**src/hw/gcn_ctrl_pkg.sv**
```systemverilog
package gcn_ctrl_pkg;

    //////////////////////////////////////////////////
    // run phases
    //////////////////////////////////////////////////
    // in the order a run walks through them
    typedef enum logic [2:0] {
        idle,
        build_adj,
        stream,
        drain,
        classify,
        finish
    } gcn_state_t;

    // aggregate register plus accumulate register
    localparam int DRAIN_CYCLES = 2;

endpackage

```
**src/hw/gcn_dims_pkg.sv**
```systemverilog
package gcn_dims_pkg;

    //////////////////////////////////////////////////
    // graph and feature sizes
    //////////////////////////////////////////////////
    localparam int NUM_NODES   = 6;
    localparam int NUM_EDGES   = 6;
    localparam int NUM_FEATS   = 96;
    // two feature columns per cycle
    localparam int LANES       = 2;
    localparam int NUM_PAIRS   = NUM_FEATS / LANES;
    localparam int NUM_CLASSES = 3;
    localparam int FEAT_W      = 5;

    //////////////////////////////////////////////////
    // data types
    //////////////////////////////////////////////////
    // ids 1 to 6 name a node, 0 and 7 mark an unused slot
    typedef logic [2:0]        node_id_t;
    typedef logic [FEAT_W-1:0] feat_t;
    // six five-bit values fit in eight bits
    typedef logic [7:0]        agg_t;
    typedef logic [19:0]       score_t;
    typedef logic [5:0]        pair_addr_t;
    typedef logic [1:0]        class_t;

endpackage

```
**src/hw/gcn_controller.sv**
```systemverilog
module gcn_controller (
    input  logic                     clk,
    input  logic                     rst_n,
    input  logic                     start,
    input  logic                     adj_done,
    input  logic                     class_done,
    output logic                     adj_en,
    output logic                     stream_en,
    output logic                     mac_clear,
    output logic                     classify_en,
    output logic                     feat_re,
    output gcn_dims_pkg::pair_addr_t feat_addr,
    output logic                     busy,
    output logic                     done
);
    import gcn_dims_pkg::*;
    import gcn_ctrl_pkg::*;

    gcn_state_t state;
    gcn_state_t state_next;
    logic [1:0] drain_cnt;
    logic       last_pair;
    logic       last_drain;

    assign last_pair  = (feat_addr == pair_addr_t'(NUM_PAIRS - 1));
    assign last_drain = (drain_cnt == 2'(DRAIN_CYCLES - 1));

    //////////////////////////////////////////////////
    // phase sequencing
    //////////////////////////////////////////////////
    always_ff @(posedge clk or negedge rst_n) begin
        if (!rst_n) begin
            state <= idle;
        end else begin
            state <= state_next;
        end
    end

    always_comb begin
        state_next = state;
        case (state)
            idle: begin
                // start only matters here
                if (start) begin
                    state_next = build_adj;
                end
            end
            build_adj: begin
                if (adj_done) begin
                    state_next = stream;
                end
            end
            stream: begin
                if (last_pair) begin
                    state_next = drain;
                end
            end
            drain: begin
                if (last_drain) begin
                    state_next = classify;
                end
            end
            classify: begin
                if (class_done) begin
                    state_next = finish;
                end
            end
            finish: begin
                state_next = idle;
            end
            default: begin
                state_next = idle;
            end
        endcase
    end

    //////////////////////////////////////////////////
    // counters
    //////////////////////////////////////////////////
    always_ff @(posedge clk or negedge rst_n) begin
        if (!rst_n) begin
            feat_addr <= '0;
            drain_cnt <= '0;
        end else begin
            // column pair address, back to 0 after the last pair
            if (state == stream) begin
                feat_addr <= last_pair ? '0 : feat_addr + 1'b1;
            end
            if (state == drain) begin
                drain_cnt <= last_drain ? '0 : drain_cnt + 1'b1;
            end
        end
    end

    // phase strobes
    assign adj_en      = (state == build_adj);
    assign stream_en   = (state == stream);
    assign feat_re     = (state == stream);
    assign classify_en = (state == classify);
    assign mac_clear   = (state == idle) && start;
    assign busy        = (state != idle);
    assign done        = (state == finish);

    // memory address stays in range while reading
    a_addr_range: assert property (@(posedge clk) disable iff (!rst_n)
        feat_re |-> feat_addr <= pair_addr_t'(NUM_PAIRS - 1));

    a_done_pulse: assert property (@(posedge clk) disable iff (!rst_n)
        done |=> !done);

endmodule

```
**config.mk**
```make
export PLATFORM = sky130hd
export DESIGN_NAME = gcn_controller
export DESIGN_NICKNAME = d
export VERILOG_FILES = /design/src/hw/gcn_ctrl_pkg.sv /design/src/hw/gcn_dims_pkg.sv /design/src/hw/gcn_controller.sv
export SDC_FILE = /design/constraint.sdc
export NUM_CORES = 1
export LEC_CHECK = 0
export BUFFER_PORTS_ARGS = -buffer_cell sky130_fd_sc_hd__buf_2
export CORE_MARGIN = 4
export CORE_UTILIZATION = 48
export CTS_BUF_LIST = sky130_fd_sc_hd__clkbuf_16
export DETAILED_ROUTE_END_ITERATION = 10
export HOLD_SLACK_MARGIN = 0.02
export MAX_ROUTING_LAYER = met4
export PLACE_DENSITY = 0.75
export SLEW_MARGIN = 15
export SYNTH_ARGS = -nofsm -noshare
export SYNTH_HDL_FRONTEND = slang
export SYNTH_SLANG_ARGS = --single-unit
export TNS_END_PERCENT = 5
```
**constraint.sdc**
```tcl
create_clock -name clk -period 2.2 [get_ports clk]
set_clock_uncertainty 0.2 [all_clocks]
set_input_delay 0.44 -clock clk [delete_from_list [all_inputs] [get_ports clk]]
set_output_delay 0.44 -clock clk [all_outputs]
set_load 0.005 [all_outputs]
```
## Word level (Yosys, flattened, before mapping)

Cells that the tools add are included.

| word-level totals | value |
|---|---|
| register bits after elaboration | 11 |
| latch bits | 0 |
| bits in writable memories | 0 |
| bits in read-only memories | 0 |
| input port bits | 5 |
| output and inout bits | 13 |
| logic and storage cells | 29 |
| memories | 0 |

| cells by class | value |
|---|---|
| add/subtract/negate cells | 2 |
| multiply operators | 0 |
| divide/modulo/power cells | 0 |
| magnitude comparators | 0 |
| equality and inequality tests | 12 |
| shifts and indexed selects | 0 |
| mux-type cells | 8 |
| bitwise operators | 0 |
| reduce and logical (&&, ||, !) cells | 4 |

Operators with widths:

| kind | number |
|---|---|
| $mux W3 | 5 |
| $pmux W3 S5 | 1 |
| $ne A2 B2 Y1 const B | 4 |
| $add A6 B1 Y6 const B | 1 |
| $eq A3 B2 Y1 const B | 2 |
| $eq A3 B3 Y1 const B | 2 |
| $eq A6 B6 Y1 const B | 1 |
| $mux W6 | 1 |
| $reduce_and A5 Y1 | 1 |
| $eq A3 B1 Y1 const B | 1 |
| $logic_not A3 Y1 | 1 |
| $reduce_bool A3 Y1 | 1 |
| $add A2 B1 Y2 const B | 1 |
| $eq A2 B1 Y1 const B | 1 |
| $mux W2 | 1 |
| $ne A2 B1 Y1 const B | 1 |
| $logic_and A1 B1 Y1 | 1 |

## Longest topological paths before layout

Gate-level depths: netlist (run 1).

| logic depth | value |
|---|---|
| depth in word-level cells | 3 |
| depth in mapped cells | 5 |
| depth with buffers taken out | 4 |

## Least setup slack after synthesis (run 1)

No wires, ideal clock.

| timing path | value |
|---|---|
| path kind | register to output |
| start point | register state[1] |
| end point | output mac_clear |
| arrival time | 1.187 ns |
| required time | 1.560 ns |
| path slack | 0.373 ns |
| stages on the path, launching flop included | 4 |
| buffers on the path | 1 |
| cell sequence | dfrtp_1 clkbuf_1 or3_2 nor2_1 |

| on the way | value |
|---|---|
| longest elaborated chain between the ends | 2 |

RTL lines:

| item | line | RTL |
|---|---|---|
| start, declared | gcn_controller.sv:19 | `gcn_state_t state;` |
| start signal, assigned | gcn_controller.sv:33 | `state <= idle;` |
| start signal, assigned | gcn_controller.sv:35 | `state <= state_next;` |
| $logic_not A3 Y1 | gcn_controller.sv:100 | `assign mac_clear = (state == idle) && start;` |
| $logic_and A1 B1 Y1 | gcn_controller.sv:100 |  |
| end, declared | gcn_controller.sv:9 | `output logic mac_clear,` |

Every way passes these cells.

## Worst setup path after layout (run 1)

| timing path | value |
|---|---|
| start point | register state[0] |
| end point | output mac_clear |

The elaborated chain is that of the path after synthesis.

==> summary.txt, run 1 <==
CTS
  • CTS max path bufs: 2
  • Hold_buf cts: 1
  • Root Buffer: clkbuf_16
  • CTS Buf Count: 3
  • # Post-CTS Setup Buffers: 0
  • Worst-Skew Late Latency: between 200 and 250 ps
  • CTS tree: done
  • Clock transition at path regs: approximately 40 ps
  • Sink Count: 11
  • Resized cells post-CTS: 0
  • H-tree Lvls: 1

Detailed routing
  • Final ANT Viol Nets: 0
  • Remaining DRCs: 0
  • Vias: 519
  • Detailed Routing Iterations Pass 1: 4
  • Drt total wl: 1.23 mm
  • Initial DRC count: 11
  • Routed len/inst: 13.2 um
  • Vias/cell: 5.58

Global routing
  • First-pass GRT wire length: 1.97 mm
  • GR Overflow Total: 0
  • Vias in the first global route: 425
  • Met2 usage: about a fifth
  • GRT Util Overall: between 10% and 20%
  • GR peak layer: met2
  • Met3 GRT Util: 7.32%
  • GR Util met1: 17.3%
  • Largest net degree at the start of global routing: 12
  • Initial antenna violation count: 0

Hold path
  • Hold path depth: 1
  • Hold Startpoint: drain_cnt[0]
  • Worst hold path class: reg2reg
  • Hold Path Sink: drain_cnt[0]

Floorplan
  • Site Rows: 12
  • Io pins: 18
  • Die height: between 40 and 50 um
  • Starting Density: a little over half
  • Core area: 1170 um2
  • Die area: 1940 um2
  • Die width: 44.1 um

Final layout
  • Cell Count, Final, Fillers Out: 93
  • Share of post-route cells with drive strength above 1: 38.0%
  • Area growth syn-to-layout: 26.8%
  • Fill cells: 97
  • Multi-input gate area: roughly 300 um2
  • Layout net count: 86
  • FF/Latch Area: 275 um2
  • Post-route cell area: 793 um2
  • Commonest non-fill, non-tap cell in the layout: buf_2
  • Final design utilization: 67.7%
  • ANT cells: 0
  • Commonest cells after routing, fill and taps aside: 17 x buf_2, 11 x dfrtp_1, 5 x nand2_1, 4 x inv_1

Power
  • Switching Share: 36.6%
  • Gate power share: 40.8%
  • Sw power: 0.477 mW
  • PD cells: 1640 nW/um2
  • Clk pwr share: 24.9%
  • Internal power: 0.826 mW
  • Flop pwr share: 34.2%
  • VDD IR max: 1.04 mV
  • Leakage power: 0.377 nW

Worst setup path
  • Maximum fanout along the worst path: 8
  • Crit path capture type: output port
  • CP Launch Type: flop
  • Reg2reg setup slack: 410 ps
  • Worst r2r dst: feat_addr[1]
  • RR Startpoint: state[0]
  • Critical path class: reg2out
  • CP arrival: 1410 ps
  • CP required: 1560 ps
  • Worst R2R Path Depth: 3

Timing
  • # setup viols final: 0
  • Max-slew violations: 0
  • Slew Limit Headroom: 68.2%
  • RSZ-0062 raised after global routing: false
  • Min Tclk post-route: 2050 ps
  • Max frequency: approximately 490 MHz
  • Fin crit share: 93.2%
  • Slew @ Worst Pin: 475 ps
  • Setup_tns: 0 ps
  • Final hold viol count: 0

Synthesis
  • Yosys reg bits: 11
  • Syn Nets: 66
  • Cell count after synthesis: 60
  • Post-synthesis sequential area ratio: between 40% and 50%
  • Async set-or-reset flop fraction in the synthesized netlist: 100%
  • Ys flop type: dfrtp_1
  • Post-synth EDFFs: 0
  • Avg Inst Size Synth: between 10 and 15 um2
  • Post-synth cell types: 32
  • Post-Syn Area: 626 um2
  • YS warnings: 0

Flow run
  • Max Cap Viol: 0

Outcome
  • Status: finished, final reports clean

Placement
  • Placed insts: 88
  • GPL Wtd Cong: 0.703
  • DP HPWL: 883 um
  • IO Port Bufs: 17
  • Dpl cell area: 704 um2
## metrics by stage
stage                     total power, mW  hold slack [ps]  setup WS [ps]
after floorplan                     0.834            -55.6            373
after global placement              0.973              121            460
after detailed placement            0.983              120            418
after CTS                            1.32              289            130
after global routing                 1.41              327           75.2
final                                1.30              288            149
## state kept, by name, summed over array words and instances (netlist names)
signal / cells
feat_addr: 6
state: 3
drain_cnt: 2
## logic make-up after synthesis
family	after synthesis	share of synthesized area [%]
and+or+nand+nor	21	20.2
AOI/OAI and AO/OA	13	16.2
adders and majority gates	1	2.00
buffers and inverters	8	8.00
muxes	4	6.80
xor gates and xnor gates	2	2.80
DFF	11	44.0
## how the worst max path moves through the flow
| stage | start | to | slack [ps] | depth (start not counted) |
|---|---|---|---|---|
| after global placement | state[0] | mac_clear | 460 | 3 |
| after floorplan | state[1] | mac_clear | 370 | 3 |
| after global routing | state[0] | mac_clear | 80 | 3 |
| final | state[0] | mac_clear | 150 | 3 |
| after CTS | state[0] | mac_clear | 130 | 3 |
| after detailed placement | state[0] | mac_clear | 420 | 3 |
## Yosys cell counts, types with 2 or more instances
| library cell | instances | share of area (%) |
|---|---|---|
| mux2_2 | 2 | 3.6 |
| nor3_1 | 3 | 2.4 |
| dfrtp_1 | 11 | 44 |
| a31oi_1 | 2 | 2.0 |
| nand2_1 | 5 | 3.0 |
| o31ai_1 | 2 | 2.4 |
| nor2_1 | 2 | 1.2 |
| a21oi_1 | 2 | 1.6 |
| xnor2_1 | 2 | 2.8 |
| inv_1 | 3 | 1.8 |
| mux2i_1 | 2 | 3.2 |
| nor3b_1 | 2 | 2.4 |
| nor2b_1 | 2 | 2.0 |
| buf_6 | 2 | 3.6 |
## metal layers
layer,vias to the layer above,routed length [um]
met2,13,578
met5,-,0
met3,5,83
met4,0,36
met1,242,527
li1,259,-
## area by class of cell
cell class / count / share of cell area (%)
clock inverter: 1 / 0.473
sequential: 11 / 34.7
tap: 14 / 2.21
multi-input combinational: 41 / 37.9
clock buffer: 3 / 9.46
timing repair buffer: 20 / 13.9
inverter: 3 / 1.42
## worst max-delay path, stage by stage, from the launching register on
cell and delay, ps:
dfrtp_1 450, or3_2 490, nor2_1 110, buf_2 120
## power groups by stage
stage	Clock, mW	Sequential, mW	Combinational (mW)
global placement	0	0.441	0.532
floorplan	0	0.403	0.431
CTS	0.332	0.447	0.540
finish	0.325	0.446	0.532
detailed placement	0	0.449	0.533
global route	0.346	0.469	0.595
(Power assumes the default switching activity.)
==> run 2: changes to the inputs <==
--- a/config.mk
+++ b/config.mk
@@ -12,7 +12,8 @@
 export DETAILED_ROUTE_END_ITERATION = 10
 export HOLD_SLACK_MARGIN = 0.02
 export MAX_ROUTING_LAYER = met4
-export PLACE_DENSITY = 0.75
+export PLACE_DENSITY_LB_ADDON = 0.3
+export SETUP_SLACK_MARGIN = 0.3
 export SLEW_MARGIN = 15
 export SYNTH_ARGS = -nofsm -noshare
 export SYNTH_HDL_FRONTEND = slang
==> constraint.sdc (replaced) <==
create_clock -name clk -period 2.2 [get_ports clk]
set_clock_uncertainty 0.2 [all_clocks]
set_input_delay 0.22 -clock clk [delete_from_list [all_inputs] [get_ports clk]]
set_output_delay 0.22 -clock clk [all_outputs]
set_load 0.005 [all_outputs]
==> run 2 against run 1 <==
Net effect:
- total power up 3.4%
- clock power barely moved
- critical endpoint unchanged
- largest cell class unchanged
- routed wire length increased by 0.24%
==> summary.txt, run 2 (synthesis results as in run 1) <==
CTS
  • CTS max path bufs: 2 (unchanged)
  • Worst-Skew Late Latency: 240 ps (about the same)
  • CTS Buf Count: 3 (unchanged)
  • Root Buffer: clkbuf_16
  • Sink Count: 11 (unchanged)
  • Clock transition at path regs: 40 ps (about the same)
  • CTS tree: done
  • H-tree Lvls: 1 (unchanged)

Global routing
  • Initial antenna violation count: 0 (unchanged)
  • GRT Util Overall: 13.8% (-1.5 points)
  • Largest net degree at the start of global routing: 13 (+1)
  • First-pass GRT wire length: 1.90 mm (-3.5%)
  • GR Overflow Total: 0 (unchanged)
  • Vias in the first global route: 427 (+0.47%)

Flow run
  • Max Cap Viol: 0 (unchanged)

Floorplan
  • Starting Density: 53.4% (unchanged)
  • Io pins: 18 (unchanged)
  • Die area: 1940 um2 (unchanged)
  • Core area: 1170 um2 (unchanged)
  • Site Rows: 12 (unchanged)
  • Die width: 44.1 um (unchanged)
  • Die height: 44.1 um (unchanged)

Timing
  • Max frequency: 563 MHz (+16%)
  • Slew Limit Headroom: 73.5% (+5.3 points)
  • Min Tclk post-route: 1770 ps (-276 ps)
  • RSZ-0062 raised after global routing: false
  • Slew @ Worst Pin: 388 ps (-87.7 ps)
  • Final hold viol count: 0 (unchanged)
  • Setup_tns: 0 ps (unchanged)
  • # setup viols final: 0 (unchanged)
  • Max-slew violations: 0 (unchanged)
  • Fin crit share: 80.7% (-13 points)

Worst setup path
  • CP Buf/Inv Count: 2 (+1)
  • CP arrival: 1350 ps (-60 ps)
  • Crit path capture type: output port
  • Critical path class: reg2out
  • CP required: 1780 ps (+220 ps)
  • Maximum fanout along the worst path: 12 (+4)
  • CP peak stage delay: 380 ps (-110 ps)
  • Reg2reg setup slack: 510 ps (+100 ps)
  • CP top delay family: simple AND/OR/NAND/NOR gates
  • CP Launch Type: flop
  • Critical-path top delay cell: dfrtp_1
  • Crit-path cells: buf_6 > or3_4 > nor2_1 > buf_2

Power
  • VDD IR max: 1.12 mV (+7.5%)
  • Leakage power: 0.381 nW (+1.3%)
  • PD cells: 1660 nW/um2 (+1.3%)
  • Design Power: 1.35 mW (+3.4%)

Detailed routing
  • Vias/cell: 5.52 (-1.1%)
  • Routed len/inst: 13.1 um (-0.82%)
  • Final ANT Viol Nets: 0 (unchanged)
  • Remaining DRCs: 0 (unchanged)
  • Detailed Routing Iterations Pass 1: 4 (unchanged)
  • Drt total wl: 1.23 mm (+0.24%)
  • Vias: 519 (unchanged)
  • Initial DRC count: 10 (-1)

Final layout
  • Commonest non-fill, non-tap cell in the layout: buf_2
  • Top reg by flops: feat_addr
  • Layout net count: 87 (+1.2%)
  • Commonest cells after routing, fill and taps aside: 17 x buf_2, 11 x dfrtp_1, 5 x nand2_1
  • Largest regs: feat_addr x6, state x3, drain_cnt x2
  • Max FFs per register: 6 (unchanged)
  • Area growth syn-to-layout: 29.4%
  • Final design utilization: 69.1% (+1.4 points)
  • Fill cells: 93 (-4.1%)
  • ANT cells: 0 (unchanged)
  • Share of post-route cells with drive strength above 1: 40.0% (+2.0 points)

Placement
  • DP HPWL: 867 um (-1.8%)
  • IO Port Bufs: 17 (unchanged)
  • GPL Wtd Cong: 0.704 (+0.11%)

Hold path
  • Worst hold path class: in2reg

Outcome
  • Status: finished, final reports clean
run 2: final timing paths:
| path | from | to | depth (start not counted) |
|---|---|---|---|
| max | state[1] | mac_clear | 4 |
| min | adj_done | state[1] | 3 |
| max reg2reg | state[1] | feat_addr[5] | 5 |
| min reg2reg | drain_cnt[0] | drain_cnt[0] | 1 |
| max in group asynchronous | rst_n | feat_addr[2] | 2 |
| min in group asynchronous | rst_n | state[1] | 2 |
run 2: tightest hold or removal path, stage by stage:
cell	delay [ps]
buf_2	100
a21oi_1	140
a311oi_1	60
run 2: cell type report:
type	count	area [um2]	share of cell area, %
clock buffer	3	75.1	9.27
clock inverter	1	5.00	0.618
inverter	3	11.3	1.39
multi-input combinational	41	304	37.6
sequential	11	275	34.0
tap	14	17.5	2.16
timing repair buffer	21	121	15.0
run 2: routing by layer:
metal	up-vias	part of all wire (%)	track usage [%]
met1	244	50	19.1
li1	261	-	-
met5	-	0	-
met3	4	6.8	7.72
met2	10	43	16.9
met4	0	1.1	3.61
run 2: through the flow:
step	std cells	area (um2)	hold WS (ps)	setup WS, ps
after floorplan	60	626	-276	593
after CTS	93	795	130	314
after detailed placement	88	704	-99.7	571
final	94	810	131	425
after global placement	88	704	-97.1	593
after global routing	94	810	153	371
run 2: power breakdown:
part / internal [mW] / switching (mW)
logic: 0.316 / 0.251
clock network: 0.240 / 0.0869
registers: 0.297 / 0.156
total: 0.854 / 0.494
run 2: what timing repair did:
item,CTS,global route
endpoints found under the setup margin,0,1
setup buffers,0,1
endpoints found under the hold margin,11,0
hold buffers,1,0
resized for setup,0,2
==> run 3: changes to the inputs <==
--- a/config.mk
+++ b/config.mk
@@ -5,11 +5,12 @@
 export SDC_FILE = /design/constraint.sdc
 export NUM_CORES = 1
 export LEC_CHECK = 0
+export ABC_AREA = 1
 export BUFFER_PORTS_ARGS = -buffer_cell sky130_fd_sc_hd__buf_2
-export CORE_MARGIN = 4
-export CORE_UTILIZATION = 48
+export CORE_AREA = 4 4 41 43
 export CTS_BUF_LIST = sky130_fd_sc_hd__clkbuf_16
 export DETAILED_ROUTE_END_ITERATION = 10
+export DIE_AREA = 0 0 45 47
 export HOLD_SLACK_MARGIN = 0.02
 export MAX_ROUTING_LAYER = met4
 export PLACE_DENSITY_LB_ADDON = 0.3
==> constraint.sdc (replaced) <==
create_clock -name clk -period 1.8 [get_ports clk]
set_clock_uncertainty 0.2 [all_clocks]
set_input_delay 0.18 -clock clk [delete_from_list [all_inputs] [get_ports clk]]
set_output_delay 0.18 -clock clk [all_outputs]
set_load 0.005 [all_outputs]
==> run 3 against run 2 <==
Net effect:
- non-clock buffer count is 4 higher
- count of clock-buffer cells in the layout is the same
- sequential power up 5.5%
- sequential share of layout area decreased by 3.2 points
- via count increased by 23%
- largest cell class unchanged
- largest power group unchanged
- register-to-register slack got worse by 230 ps
- combinational power increased by 31%
- critical endpoint is now feat_addr[5]
- design area increased by 11%
- die area is 8.8% higher
- global-route usage up 2.9 points
- routed wire length up 39%
==> summary.txt, run 3 <==
Outcome
  • Status: finished, final reports clean

Power
  • Clk pwr share: 25.1% (+0.8 points)
  • Sw power: 0.655 mW (+33%)
  • Flop pwr share: 29.3% (-4.3 points)
  • Design Power: 1.63 mW (+21%)
  • Gate power share: 45.5% (+3.4 points)
  • Leakage power: 0.488 nW (+28%)
  • PD cells: 1810 nW/um2 (+8.7%)
  • Switching Share: 40.1% (+3.5 points)
  • Internal power: 0.976 mW (+14%)
  • VDD IR max: 1.20 mV (+7.5%)

CTS
  • H-tree Lvls: 1 (unchanged)
  • CTS Buf Count: 3 (unchanged)
  • CTS max path bufs: 2 (unchanged)
  • Clock transition at path regs: 40 ps (about the same)
  • Sink Count: 11 (unchanged)
  • Worst-Skew Late Latency: 240 ps (about the same)
  • CTS tree: done
  • Root Buffer: clkbuf_16

Synthesis
  • Main combinational cell family by area after synthesis: simple AND/OR/NAND/NOR gates
  • Async set-or-reset flop fraction in the synthesized netlist: 100% (unchanged)
  • Post-synth cell types: 18 (-44%)
  • Post-Synth Simple-Gate Area: 30.6% (+10 points)
  • YS warnings: 0 (unchanged)
  • Adder-cell share of the synthesized area: 2.08% (+0.079 points)
  • Area contributors post-synth: dfrtp_1 46%, nand2_1 12%, nand3_1 8.3%, inv_1 6.9%, nor2_1 4.4%
  • Yosys top cell by area: dfrtp_1
  • Post-synthesis sequential area ratio: 45.7% (+1.7 points)
  • Syn Nets: 86 (+30%)
  • Mux cell area share after synthesis: 0% (-6.8 points)
  • XOR/XNOR Fraction of Synth Area: 4.37% (+1.6 points)
  • Top post-synthesis cells by count: 20 x nand2_1, 11 x dfrtp_1, 11 x inv_1
  • Most frequent cell after synthesis: nand2_1
  • Post-Syn Area: 602 um2 (-3.8%)
  • Cell count after synthesis: 80 (+33%)
  • Ys flop type: dfrtp_1
  • Yosys reg bits: 11 (unchanged)
  • Post-synth EDFFs: 0 (unchanged)
  • Yosys top cell area share: 45.7% (+1.7 points)
  • Synth Area in Compound Gates: 7.90% (-8.3 points)
  • Avg Inst Size Synth: 7.52 um2 (-28%)

Floorplan
  • Die height: 47 um (+6.6%)
  • Core area: 1300 um2 (+11%)
  • Die area: 2120 um2 (+8.8%)
  • Starting Density: 46.2% (-7.2 points)
  • Io pins: 18 (unchanged)
  • Site Rows: 13 (+1)
  • Die width: 45 um (+2.0%)

Detailed routing
  • Initial DRC count: 23 (+13)
  • Drt total wl: 1.71 mm (+39%)
  • Vias: 637 (+23%)
  • Vias/cell: 5.18 (-6.2%)
  • Routed len/inst: 13.9 um (+6.1%)
  • Detailed Routing Iterations Pass 1: 4 (unchanged)
  • Remaining DRCs: 0 (unchanged)
  • Final ANT Viol Nets: 0 (unchanged)

Timing
  • Max frequency: roughly 660 MHz
  • Slew Limit Headroom: 83.3% (+9.8 points)
  • Max-slew violations: 0 (unchanged)
  • Setup_tns: 0 ps (unchanged)
  • RSZ-0062 raised after global routing: true
  • Fin crit share: between 80% and 90%
  • Slew @ Worst Pin: 251 ps (-137 ps)
  • Hold slack: 56.0 ps (-74.5 ps)
  • # setup viols final: 0 (unchanged)
  • Final hold viol count: 0 (unchanged)
  • Min Tclk post-route: 1520 ps

Global routing
  • First-pass GRT wire length: 2.40 mm (+26%)
  • Vias in the first global route: 562 (+32%)
  • Initial antenna violation count: 0 (unchanged)
  • GR Overflow Total: 0 (unchanged)
  • GRT Util Overall: 16.7% (+2.9 points)
  • Largest net degree at the start of global routing: 12 (-1)

Worst setup path
  • Critical-path top delay cell: dfrtp_2
  • Crit path capture type: flop
  • CP required: 1720 ps (-60 ps)
  • CP peak stage delay: 440 ps (+60 ps)
  • Critical path class: reg2reg
  • Crit-path cells: inv_2 > nand3_4 > buf_4 > nor2_1 > o21ai_0 > o21ai_0 > inv_1
  • CP top delay family: flip-flops
  • RR Startpoint: state[0]
  • CP arrival: 1440 ps (+90 ps)
  • Most frequent CP cell: o21ai_0
  • CP Buf/Inv Count: 3 (+1)
  • Maximum fanout along the worst path: 4 (-8)
  • Crit. Startpoint: state[0]
  • CP Launch Type: flop

Final layout
  • Commonest cells after routing, fill and taps aside: 19 x nand2_1, 17 x buf_2, 10 x inv_1, 9 x dfrtp_1, 8 x nand3_1
  • Top reg by flops: feat_addr
  • Layout net count: 115 (+32%)
  • Share of post-route cells with drive strength above 1: 39.8% (-0.19 points)
  • Area growth syn-to-layout: 49.7%
  • Commonest non-fill, non-tap cell in the layout: nand2_1
  • Largest regs: feat_addr x6, state x3, drain_cnt x2
  • ANT cells: 0 (unchanged)
  • Max FFs per register: 6 (unchanged)
  • Post-route cell area: 901 um2 (+11%)
  • Cell Count, Final, Fillers Out: 123 (+31%)

Placement
  • Dpl cell area: 698 um2 (-0.89%)
  • IO Port Bufs: 17 (unchanged)
  • GPL Wtd Cong: 0.805 (+14%)
  • Placed insts: 111 (+26%)
  • DP HPWL: 995 um (+15%)

Hold path
  • Hold Startpoint: class_done
  • Worst hold path class: in2reg

Flow run
  • Max Cap Viol: 0 (unchanged)
-- run 3: cell count changes after synthesis, sizes merged, moves of 3 or more --
cell   previous run  this run
nand2             5        21
nor2              2         8
inv               3        13
nor3b             3         0
o21ai             0         6
nand3             1        11
-- run 3: timing repair --
item                       CTS  global route
hold endpoints to repair    11             0
gates resized for setup      6            11
buffers inserted             2             5
setup endpoints to repair   10            12
pin swaps                    0             6
hold buffers                 1             0
-- run 3: worst paths after layout --
check,to,slack (ps),cells after the start
min,state[2],60,4
max,feat_addr[5],280,7
max reg2reg,feat_addr[5],280,7
max in group asynchronous,state[0],1040,2
min reg2reg,drain_cnt[1],290,1
min in group asynchronous,feat_addr[4],140,2
-- run 3: stage by stage --
stage          util, %  worst slack [ps]
3_3_place_gp      53.7               316
4_1_cts           63.2               273
3_5_place_dp      53.7               311
5_1_grt           69.2               186
2_1_floorplan        -               413
6_report          69.2               276
-- run 3: area by class of cell --
cell class,instances,area [um2]
well taps,15,18.8
flip-flops and latches,11,278
multi-input cells,55,323
clock inverters,1,5.00
repair buffers,25,148
fillers,94,400
clock buffers,3,75.1
inverters,13,53.8
-- run 3: power groups by stage --
stage	clock, mW	combinational [mW]	sequential (mW)
6_report	0.410	0.743	0.478
5_1_grt	0.431	0.839	0.491
4_1_cts	0.412	0.602	0.459
3_5_place_dp	0	0.540	0.446
3_3_place_gp	0	0.533	0.446
2_1_floorplan	0	0.372	0.434
-- run 3: cell families (layout without fill, tap and decap cells) --
kind of cell               count (synthesis)  after routing
xor gates and xnor gates                   3              3
AOI/OAI and AO/OA                          9              9
DFF                                       11             11
buffers and inverters                     14             42
adders and majority gates                  1              1
and+or+nand+nor                           42             42
-- run 3: tightest hold or removal path, delay by kind of cell --
kind,cells,cell delay (ps)
simple gates,2,160
buf+inv,2,100
-- run 3: metal layers --
metal / GRT usage (%) / routed length [um] / vias up / share of wire [%]
li1: - / - / 308 / -
met1: 18.5 / 671 / 296 / 39
met2: 28.0 / 911 / 27 / 53
met3: 5.75 / 96 / 6 / 5.6
met4: 5.26 / 25 / 0 / 1.5
met5: - / 0 / - / 0
